==> config.mk <==
export PLATFORM = sky130hd
export DESIGN_NAME = stream_unalign
export DESIGN_NICKNAME = d
export VERILOG_FILES = /design/src/hw/stream_unalign_pkg.sv /design/src/hw/shift_ctrl.sv /design/src/hw/carry_store.sv /design/src/hw/unit_merge.sv /design/src/hw/stream_unalign.sv
export VERILOG_INCLUDE_DIRS = /design/src /design/src/hw
export SDC_FILE = /design/constraint.sdc
export NUM_CORES = 1
export LEC_CHECK = 0
export BUFFER_PORTS_ARGS = -buffer_cell sky130_fd_sc_hd__clkbuf_2
export CORE_UTILIZATION = 50
export CTS_CLUSTER_DIAMETER = 50
export DETAILED_ROUTE_END_ITERATION = 8
export PLACE_DENSITY = 0.82
export REMOVE_ABC_BUFFERS = 1
export SYNTH_ARGS = -nofsm -noshare
export SYNTH_HDL_FRONTEND = slang
export SYNTH_SLANG_ARGS = --single-unit
export TNS_END_PERCENT = 100
==> constraint.sdc <==
create_clock -name clk -period 7.84 [get_ports clk]
set_input_delay 1.568 -clock clk [delete_from_list [all_inputs] [get_ports clk]]
set_output_delay 1.568 -clock clk [all_outputs]
set_load 0.02 [all_outputs]
==> src/hw/stream_unalign_defines.svh <==
/*
 * Stream unaligner width definitions
 * Unit, word, offset and length widths shared by the package and the RTL
 */

`ifndef STREAM_UNALIGN_DEFINES_SVH
`define STREAM_UNALIGN_DEFINES_SVH

// ---------------------------------------------------------------------
// Data unit and word geometry
// ---------------------------------------------------------------------

// One data unit, 4 bytes
`define STREAM_UNIT_BITS 32

// Full bus word, 16 bytes
`define STREAM_DATA_BITS 128

// Units per bus word
`define STREAM_UNITS (`STREAM_DATA_BITS / `STREAM_UNIT_BITS)

// ---------------------------------------------------------------------
// Control field widths
// ---------------------------------------------------------------------

// Shift amount in units, 0 to 3
`define STREAM_OFFSET_BITS 2

// Last word length in units, 0 stands for a full word
`define STREAM_LEN_BITS 2

// Offset plus last word length, sums up to 7
`define STREAM_TAIL_BITS 3

`endif

==> src/hw/stream_unalign_pkg.sv <==
/*
 * Stream unaligner types
 * Data unit, word, carry, offset and length types and the control states
 */

`default_nettype none

`include "stream_unalign_defines.svh"

package stream_unalign_pkg;

    // One data unit
    typedef logic [`STREAM_UNIT_BITS-1:0] unit_t;

    // Bus word, unit 0 in the low bits
    typedef unit_t [`STREAM_UNITS-1:0] data_t;

    // Units pushed past a word boundary, at most one less than a word
    typedef unit_t [`STREAM_UNITS-2:0] carry_t;

    // Shift amount in units
    typedef logic [`STREAM_OFFSET_BITS-1:0] offset_t;

    // Unit count of the last input word, 0 means a full word
    typedef logic [`STREAM_LEN_BITS-1:0] len_t;

    // Packet control states
    typedef enum logic [1:0] {
        state_wait,
        state_run,
        state_tail
    } shift_state_e;

endpackage : stream_unalign_pkg

`default_nettype wire

==> src/hw/shift_ctrl.sv <==
/*
 * Stream unaligner control
 * Wait/run/tail state machine, captures the packet offset and tail count
 * on the first beat and steers valid, ready and last around the datapath
 */

`timescale 1ns/1ps
`default_nettype none

`include "stream_unalign_defines.svh"

module shift_ctrl (
    input  wire logic                           clk,
    input  wire logic                           reset,
    input  wire stream_unalign_pkg::offset_t    offset,
    input  wire stream_unalign_pkg::len_t       len,
    input  wire logic                           in_valid,
    input  wire logic                           in_last,
    input  wire logic                           out_ready,
    output logic                                in_ready,
    output logic                                out_valid,
    output logic                                out_last,
    output stream_unalign_pkg::shift_state_e    state,
    output stream_unalign_pkg::offset_t         shift_offset
);

    // Wide enough for offset plus a full word
    typedef logic [`STREAM_TAIL_BITS-1:0] tail_t;

    // ---------------------------------------------------------------------
    // Captured packet parameters
    // ---------------------------------------------------------------------

    stream_unalign_pkg::offset_t offset_reg;
    tail_t                       tail_count;

    tail_t live_tail;
    logic  live_overflow;
    logic  reg_overflow;
    logic  in_accept;

    // Zero length encodes a full word
    function automatic tail_t last_word_len(input stream_unalign_pkg::len_t l);
        if (l == '0) begin
            return tail_t'(`STREAM_UNITS);
        end
        return tail_t'(l);
    endfunction

    assign in_accept = in_valid && in_ready;

    // Units of the last word land past the word boundary
    assign live_tail     = tail_t'(offset) + last_word_len(len);
    assign live_overflow = live_tail > tail_t'(`STREAM_UNITS);
    assign reg_overflow  = tail_count > tail_t'(`STREAM_UNITS);

    always_ff @(posedge clk) begin
        if (reset) begin
            offset_reg <= '0;
            tail_count <= '0;
        end else if (state == stream_unalign_pkg::state_wait && in_accept) begin
            // First beat of a packet
            offset_reg <= offset;
            tail_count <= live_tail;
        end
    end

    // ---------------------------------------------------------------------
    // Handshake steering
    // ---------------------------------------------------------------------

    always_comb begin
        // Straight pass by default
        out_valid    = in_valid;
        in_ready     = out_ready;
        out_last     = in_last;
        shift_offset = offset_reg;

        case (state)
            stream_unalign_pkg::state_wait: begin
                // Live offset until the first beat is taken
                shift_offset = offset;
                // Extra tail word will carry the last flag
                if (live_overflow) begin
                    out_last = 1'b0;
                end
            end
            stream_unalign_pkg::state_run: begin
                if (reg_overflow) begin
                    out_last = 1'b0;
                end
            end
            stream_unalign_pkg::state_tail: begin
                // Leftover units only, input stalled
                out_valid = 1'b1;
                in_ready  = 1'b0;
                out_last  = 1'b1;
            end
            default: begin
                out_valid = 1'b0;
                in_ready  = 1'b0;
                out_last  = 1'b0;
            end
        endcase
    end

    // ---------------------------------------------------------------------
    // State machine
    // ---------------------------------------------------------------------

    always_ff @(posedge clk) begin
        if (reset) begin
            state <= stream_unalign_pkg::state_wait;
        end else begin
            case (state)
                stream_unalign_pkg::state_wait: begin
                    // Zero offset stays here and passes words through
                    if (in_accept && offset != '0) begin
                        if (!in_last) begin
                            state <= stream_unalign_pkg::state_run;
                        end else if (live_overflow) begin
                            // Single word packet spilling over
                            state <= stream_unalign_pkg::state_tail;
                        end
                    end
                end
                stream_unalign_pkg::state_run: begin
                    if (in_accept && in_last) begin
                        if (reg_overflow) begin
                            state <= stream_unalign_pkg::state_tail;
                        end else begin
                            state <= stream_unalign_pkg::state_wait;
                        end
                    end
                end
                stream_unalign_pkg::state_tail: begin
                    if (out_ready) begin
                        state <= stream_unalign_pkg::state_wait;
                    end
                end
                default: begin
                    state <= stream_unalign_pkg::state_wait;
                end
            endcase
        end
    end

endmodule : shift_ctrl

`default_nettype wire

==> src/hw/carry_store.sv <==
/*
 * Stream unaligner carry store
 * Keeps the top units of each accepted input word that the shift
 * pushes out of the current output word
 */

`timescale 1ns/1ps
`default_nettype none

`include "stream_unalign_defines.svh"

module carry_store (
    input  wire logic                           clk,
    input  wire stream_unalign_pkg::data_t      in_data,
    input  wire logic                           in_valid,
    input  wire logic                           in_ready,
    input  wire stream_unalign_pkg::offset_t    shift_offset,
    output stream_unalign_pkg::carry_t          carry
);

    stream_unalign_pkg::carry_t carry_next;

    // ---------------------------------------------------------------------
    // High slice select
    // ---------------------------------------------------------------------

    always_comb begin
        stream_unalign_pkg::offset_t src_idx;

        carry_next = '0;
        src_idx    = '0;
        for (int i = 0; i < `STREAM_UNITS - 1; i++) begin
            // Index wraps modulo the word, i minus offset lands on the top units
            src_idx = stream_unalign_pkg::offset_t'(i) - shift_offset;
            if (i < int'(shift_offset)) begin
                carry_next[i] = in_data[src_idx];
            end
        end
    end

    // ---------------------------------------------------------------------
    // Carry register
    // ---------------------------------------------------------------------

    // Loads on every accepted beat
    always_ff @(posedge clk) begin
        if (in_valid && in_ready) begin
            carry <= carry_next;
        end
    end

endmodule : carry_store

`default_nettype wire

==> src/hw/unit_merge.sv <==
/*
 * Stream unaligner unit merger
 * Builds each output word from carried units and input units,
 * selected by control state and shift offset
 */

`timescale 1ns/1ps
`default_nettype none

`include "stream_unalign_defines.svh"

module unit_merge (
    input  wire stream_unalign_pkg::shift_state_e   state,
    input  wire stream_unalign_pkg::offset_t        shift_offset,
    input  wire stream_unalign_pkg::carry_t         carry,
    input  wire stream_unalign_pkg::data_t          in_data,
    output stream_unalign_pkg::data_t               out_data
);

    // Carry widened to a full word, top unit zero
    stream_unalign_pkg::data_t carry_word;

    always_comb begin
        carry_word = '0;
        carry_word[`STREAM_UNITS-2:0] = carry;
    end

    // ---------------------------------------------------------------------
    // Output word select
    // ---------------------------------------------------------------------

    always_comb begin
        stream_unalign_pkg::offset_t src_idx;

        out_data = in_data;
        src_idx  = '0;

        case (state)
            stream_unalign_pkg::state_wait,
            stream_unalign_pkg::state_run: begin
                for (int i = 0; i < `STREAM_UNITS; i++) begin
                    // Input unit that lands at position i
                    src_idx = stream_unalign_pkg::offset_t'(i) - shift_offset;
                    if (i >= int'(shift_offset)) begin
                        out_data[i] = in_data[src_idx];
                    end else if (state == stream_unalign_pkg::state_run) begin
                        // Units left over from the previous input word
                        out_data[i] = carry_word[i];
                    end else begin
                        // First word of a packet, nothing below the offset
                        out_data[i] = '0;
                    end
                end
            end
            stream_unalign_pkg::state_tail: begin
                out_data = carry_word;
            end
            default: begin
                out_data = in_data;
            end
        endcase
    end

endmodule : unit_merge

`default_nettype wire

==> src/hw/stream_unalign.sv <==
/*
 * Stream unaligner top level
 * Shifts a packet of 128-bit words up by 0 to 3 32-bit units,
 * adding a tail word when the last units spill over
 */

`timescale 1ns/1ps
`default_nettype none

`include "stream_unalign_defines.svh"

module stream_unalign (
    input  wire logic                           clk,
    input  wire logic                           reset,

    // Packet shift and last word length, held with the first beat
    input  wire stream_unalign_pkg::offset_t    offset,
    input  wire stream_unalign_pkg::len_t       len,

    // Input stream
    input  wire stream_unalign_pkg::data_t      in_data,
    input  wire logic                           in_valid,
    input  wire logic                           in_last,
    output logic                                in_ready,

    // Output stream
    output stream_unalign_pkg::data_t           out_data,
    output logic                                out_valid,
    output logic                                out_last,
    input  wire logic                           out_ready
);

    // ---------------------------------------------------------------------
    // Internal wires
    // ---------------------------------------------------------------------

    stream_unalign_pkg::shift_state_e   state;
    stream_unalign_pkg::offset_t        shift_offset;
    stream_unalign_pkg::carry_t         carry;

    // Packet FSM and handshake steering
    shift_ctrl shift_ctrl_inst (
        .clk          (clk),
        .reset        (reset),
        .offset       (offset),
        .len          (len),
        .in_valid     (in_valid),
        .in_last      (in_last),
        .out_ready    (out_ready),
        .in_ready     (in_ready),
        .out_valid    (out_valid),
        .out_last     (out_last),
        .state        (state),
        .shift_offset (shift_offset)
    );

    // Units crossing the word boundary
    carry_store carry_store_inst (
        .clk          (clk),
        .in_data      (in_data),
        .in_valid     (in_valid),
        .in_ready     (in_ready),
        .shift_offset (shift_offset),
        .carry        (carry)
    );

    // Output word assembly
    unit_merge unit_merge_inst (
        .state        (state),
        .shift_offset (shift_offset),
        .carry        (carry),
        .in_data      (in_data),
        .out_data     (out_data)
    );

endmodule : stream_unalign

`default_nettype wire

# After elaboration in Yosys (flattened, before gate mapping)
# Index checks and enable logic that the tools add are counted.
# Widths: inputs -> output; s select.
# classes
n_lt_le_gt_ge	12
n_mux	31
n_reduce_logical	9
n_addsub	5
eq_ne	6
# op_table
op	count
$mux 32	10
$bmux 32 s2	4
$pmux 128 s2	1
$mux 2	7
$lt 2x3->1 const B	4
$gt 3x3->1 const B	2
$mux 3	2
$pmux 2 s3	1
$ge 1x2->1 const A	2
$logic_and 1x1->1	4
$logic_not 2->1	2
$lt 1x2->1 const A	2
$mux 1	4
$ne 2x2->1 const B	2
$reduce_and 4->1	1
$sub 1x2->2 const A	2
$sub 2x2->2 const A	2
$add 2x3->3	1
$ne 3x2->1 const B	1
$pmux 1 s3	1
$eq 2x1->1 const B	1
$eq 2x2->1 const B	1
$ge 2x2->1 const A	1
$lt 2x2->1 const A	1
other kinds (4)	4
# word_totals
register_bits	103
output_inout_bits	131
wordCells	69
input_bits	137

# Depth between registers and ports, before layout
# depth
depth_word	9
depth_mapped	14
depth_no_buf	8

# By module
# Synthesis repeated with hierarchy kept, for this count alone.
# unflattened
hier_cells	950
hier_area_um2	10060.9
# modules_own_cells
mod	seq_area_each_um2	area_each_um2	cells_each	n_inst
unit_merge	0.0	4922.2	576	1
carry_store	2882.8	4670.7	324	1
shift_ctrl	140.1	467.9	50	1

# Worst setup path after synthesis
# Ideal clock, no wire load.
# synth_timing
path_kind	input to register
start	input port out_ready
end	register carry_store_inst.carry[0] (netlist name), enable pin
path_stages	2
slack_ns	1.604
setup_time_ns	0.552
n_path_buf	0
arrival_time_ns	5.685
t_required_ns	7.288
cell_sequence	nand2_1 > nor2_1
# synth_via
elab_chain_cells	2
# synth_rtl
item	line_no	rtl
start, declared	stream_unalign.sv:30	input wire logic out_ready
$mux 1	shift_ctrl.sv:79	case (state)
$logic_and 1x1->1	n/a	
via shift_ctrl_inst.in_accept	shift_ctrl.sv:40	logic in_accept;
end signal, assigned	carry_store.sv:48	carry <= carry_next;
end, declared	carry_store.sv:18	output stream_unalign_pkg::carry_t carry
# The timed path passes the listed nets, and every way through them passes these cells.
# A chain may end at the register's enable or synchronous reset.

==> impl_metrics.toml <==
[outcome]
status = "complete, no violations"

[worst_setup_path]
crit_path_frequent_cell = "clkbuf_2"
cp-start-kind = "primary input"
r2r_start = "shift_ctrl_inst.state[0]"
crit_slowest_cell = "ha_2"
crit_family = "simple AND/OR/NAND/NOR gates"
cp.required_ps = 6270
cp_slowest_stage_delay_ps = 770
reg2reg_depth = 9
cp-startpoint = "offset[0]"
crit_type = "primary input to output port"
cp.buffers_inverters = 4
r2r-end = "carry_store_inst.carry[90]"
crit_chain = "clkbuf_2, or3b_1, and2_4, clkinv_2, ha_2, nand3b_1, buf_4, o221ai_1, clkbuf_2"
cp-end-kind = "output port"
critPathMaxFanout = 44
cp.arrival_ps = 4970
r2r_slack_ps = 3670

[place]
finalWeightedCongestion = 0.834
io_buffer_count = 267
hpwl_um = 21000

[floorplan]
initial_core_util = 0.517
row_count = 50
dieArea_um2 = 20200
io_pins = 268
coreArea_um2 = 19000
die_w_um = 142
die_height_um = 142

[timing]
finalMaxSlewViolations = 0
fin_tns_setup_ps = 0
setup_viol = 0
period_minus_slack_ps = 6540
skew_ps = 10.1
slew_headroom = 0.185
finalCritPeriodShare = 0.834
timing.hold.ws_ps = 480
max_clock_freq_ghz = 0.153
hold_violations = 0
rsz0062_at_grt = "no"
tightest_slew_ps = 1220

[synth]
syn_area_um2 = 9790
synth_edf_count = 96
syn_area_per_cell_um2 = 10.0
synthDistinctLibCells = 38
yosysWarnings = 0
ys_async_sr_fraction = 0
synth_cells = 976
yosysTopAreaCellShare = 0.294
synth_flop_cell = "edfxtp_1"
ys_ff_latch = 103
synth.area.top_cells = "edfxtp_1 (29%), mux4_2 (15%), mux2i_1 (10%)"
ys_seq_area_frac = 0.309
synth_top_area_cell = "edfxtp_1"

[power]
pwr-share-clk = 0.222
sequentialPowerShare = 0.332
power.density_cell_area_nw_per_um2 = 179
p_leak_nw = 4.69
p_int_w = 0.00125
combPwrFrac = 0.446
ir_worst_vdd_mv = 0.111
switching_power_w = 0.000795
power.total_w = 0.00205
switching_share = 0.389

[drt]
ant_nets = 0
avgViaCountPerCell = 6.95
drc = 0
first_iter_violations = 1096
drtPass1Iterations = 6
wire_per_inst_um = 23.4
totalWireLength_um = 33300
num_vias = 9899

[clocking]
cts_setup_buffers = 0
clock_latency_ps = 350
cts_sinks = 103
holdBufCountCts = 0
path_clk_slew_ps = 60
cts_tree = "done"
root_buffer = "clkbuf_16"
cts_resized = 0
h-tree-depth = 3
clockBufferDepth = 2
cts_buffers = 9

[global_routing]
grt_pass1_wl_um = 51800
grt_max_degree = 112
antenna_found_initial = 0
grt_overflow = 0
grt_usage = 0.332
grt_pass1_vias = 9530

[worst_hold_path]
worstHoldStart = "shift_ctrl_inst.tail_count[0]"
min_delay_path_depth = 2
worst_hold_path_type = "flip-flop to flip-flop"
holdPathEnd = "shift_ctrl_inst.tail_count[0]"

[cells_and_area]
layout_commonest_cell = "clkbuf_2"
final_cell_mix = "clkbuf_2 (267), nand2_1 (107), mux2i_1 (98)"
top_register = "carry_store_inst.carry"
drive_gt1_frac = 0.322
nets = 1302
diodes = 0
area_growth_pct = 16.7
largest_reg_flops = 96
reg_top3 = "carry_store_inst.carry (96), shift_ctrl_inst.tail_count (3)"

[flow_run]
cap_violations = 0
==> area by class of cell <==
cell class	count	area (µm²)
clock inverter	4	46.3
inverter	40	151
sequential	103	3030
multi-input combinational	725	6190
tap	260	325
timing repair buffer	281	1450
fill	1607	7520
clock buffer	12	236
==> power by group through the flow <==
stage / sequential, W / combinational [W] / clock (W)
2_1_floorplan: 0.000685 / 0.000613 / 0
3_3_place_gp: 0.000687 / 0.000880 / 0
3_5_place_dp: 0.000690 / 0.000900 / 0
4_1_cts: 0.000678 / 0.000902 / 0.000459
5_1_grt: 0.000683 / 0.000971 / 0.000481
6_report: 0.000679 / 0.000912 / 0.000454
==> per-layer routing <==
metal	global-route usage	routed length, µm	vias to the layer above
met2	0.554	16300	731
met5	0	0	-
met3	0.0592	3540	90
met4	0.153	997	0
li1	-	-	4279
met1	0.422	12500	4799
==> synthesized netlist by cell type (all sizes together), types with 2 or more instances <==
cell type  number
a211oi          2
a21oi          40
a22o           63
a22oi          97
and2           34
buf            25
clkbuf         83
dfxtp           7
edfxtp         96
ha              4
inv            40
mux2i          99
mux4           64
nand2         108
nand2b         10
nor2           10
nor2b          36
nor3            2
o211ai          2
o21a            2
o21ai          42
o21bai          4
o221ai         94
or2             2
or3             2
==> cell families (layout without fill, tap and decap cells) <==
logic type | count (synthesis) | in the layout | share of synthesized area
adders and majority gates | 5 | 5 | 0.00715
buffers and inverters | 148 | 337 | 0.0666
muxes | 163 | 163 | 0.248
DFF | 103 | 103 | 0.309
AOI/OAI and AO/OA | 349 | 349 | 0.266
and+or+nand+nor | 208 | 208 | 0.103
==> worst reg2reg max path, stage by stage, from the launching register on <==
cell and delay, ps:
dfxtp_4 980, nor2_1 370, mux2i_4 230, buf_4 440, inv_1 190, ha_2 550, inv_2 130, buf_4 470
mux4_2 410, and2_1 180
==> how the worst max path moves through the flow <==
stage,slack (ps),to,depth (start not counted)
after floorplan,-6650,out_data[65],7
after CTS,1360,out_data[8],9
after global placement,1440,out_data[8],9
after detailed placement,1360,out_data[8],9
after global routing,1150,out_data[83],10
final,1300,out_data[8],9
==> per-stage QoR <==
step,setup WS (ps),cells,utilization,area [µm²]
CTS,1360,1425,0.603,11400
floorplan,-6650,868,-,9290
detailed placement,1360,1409,0.588,11100
global placement,1440,1409,0.588,11100
global route,1150,1425,0.603,11400
finish,1300,1425,0.603,11400
Note: power is estimated with default switching activity, not from simulation.
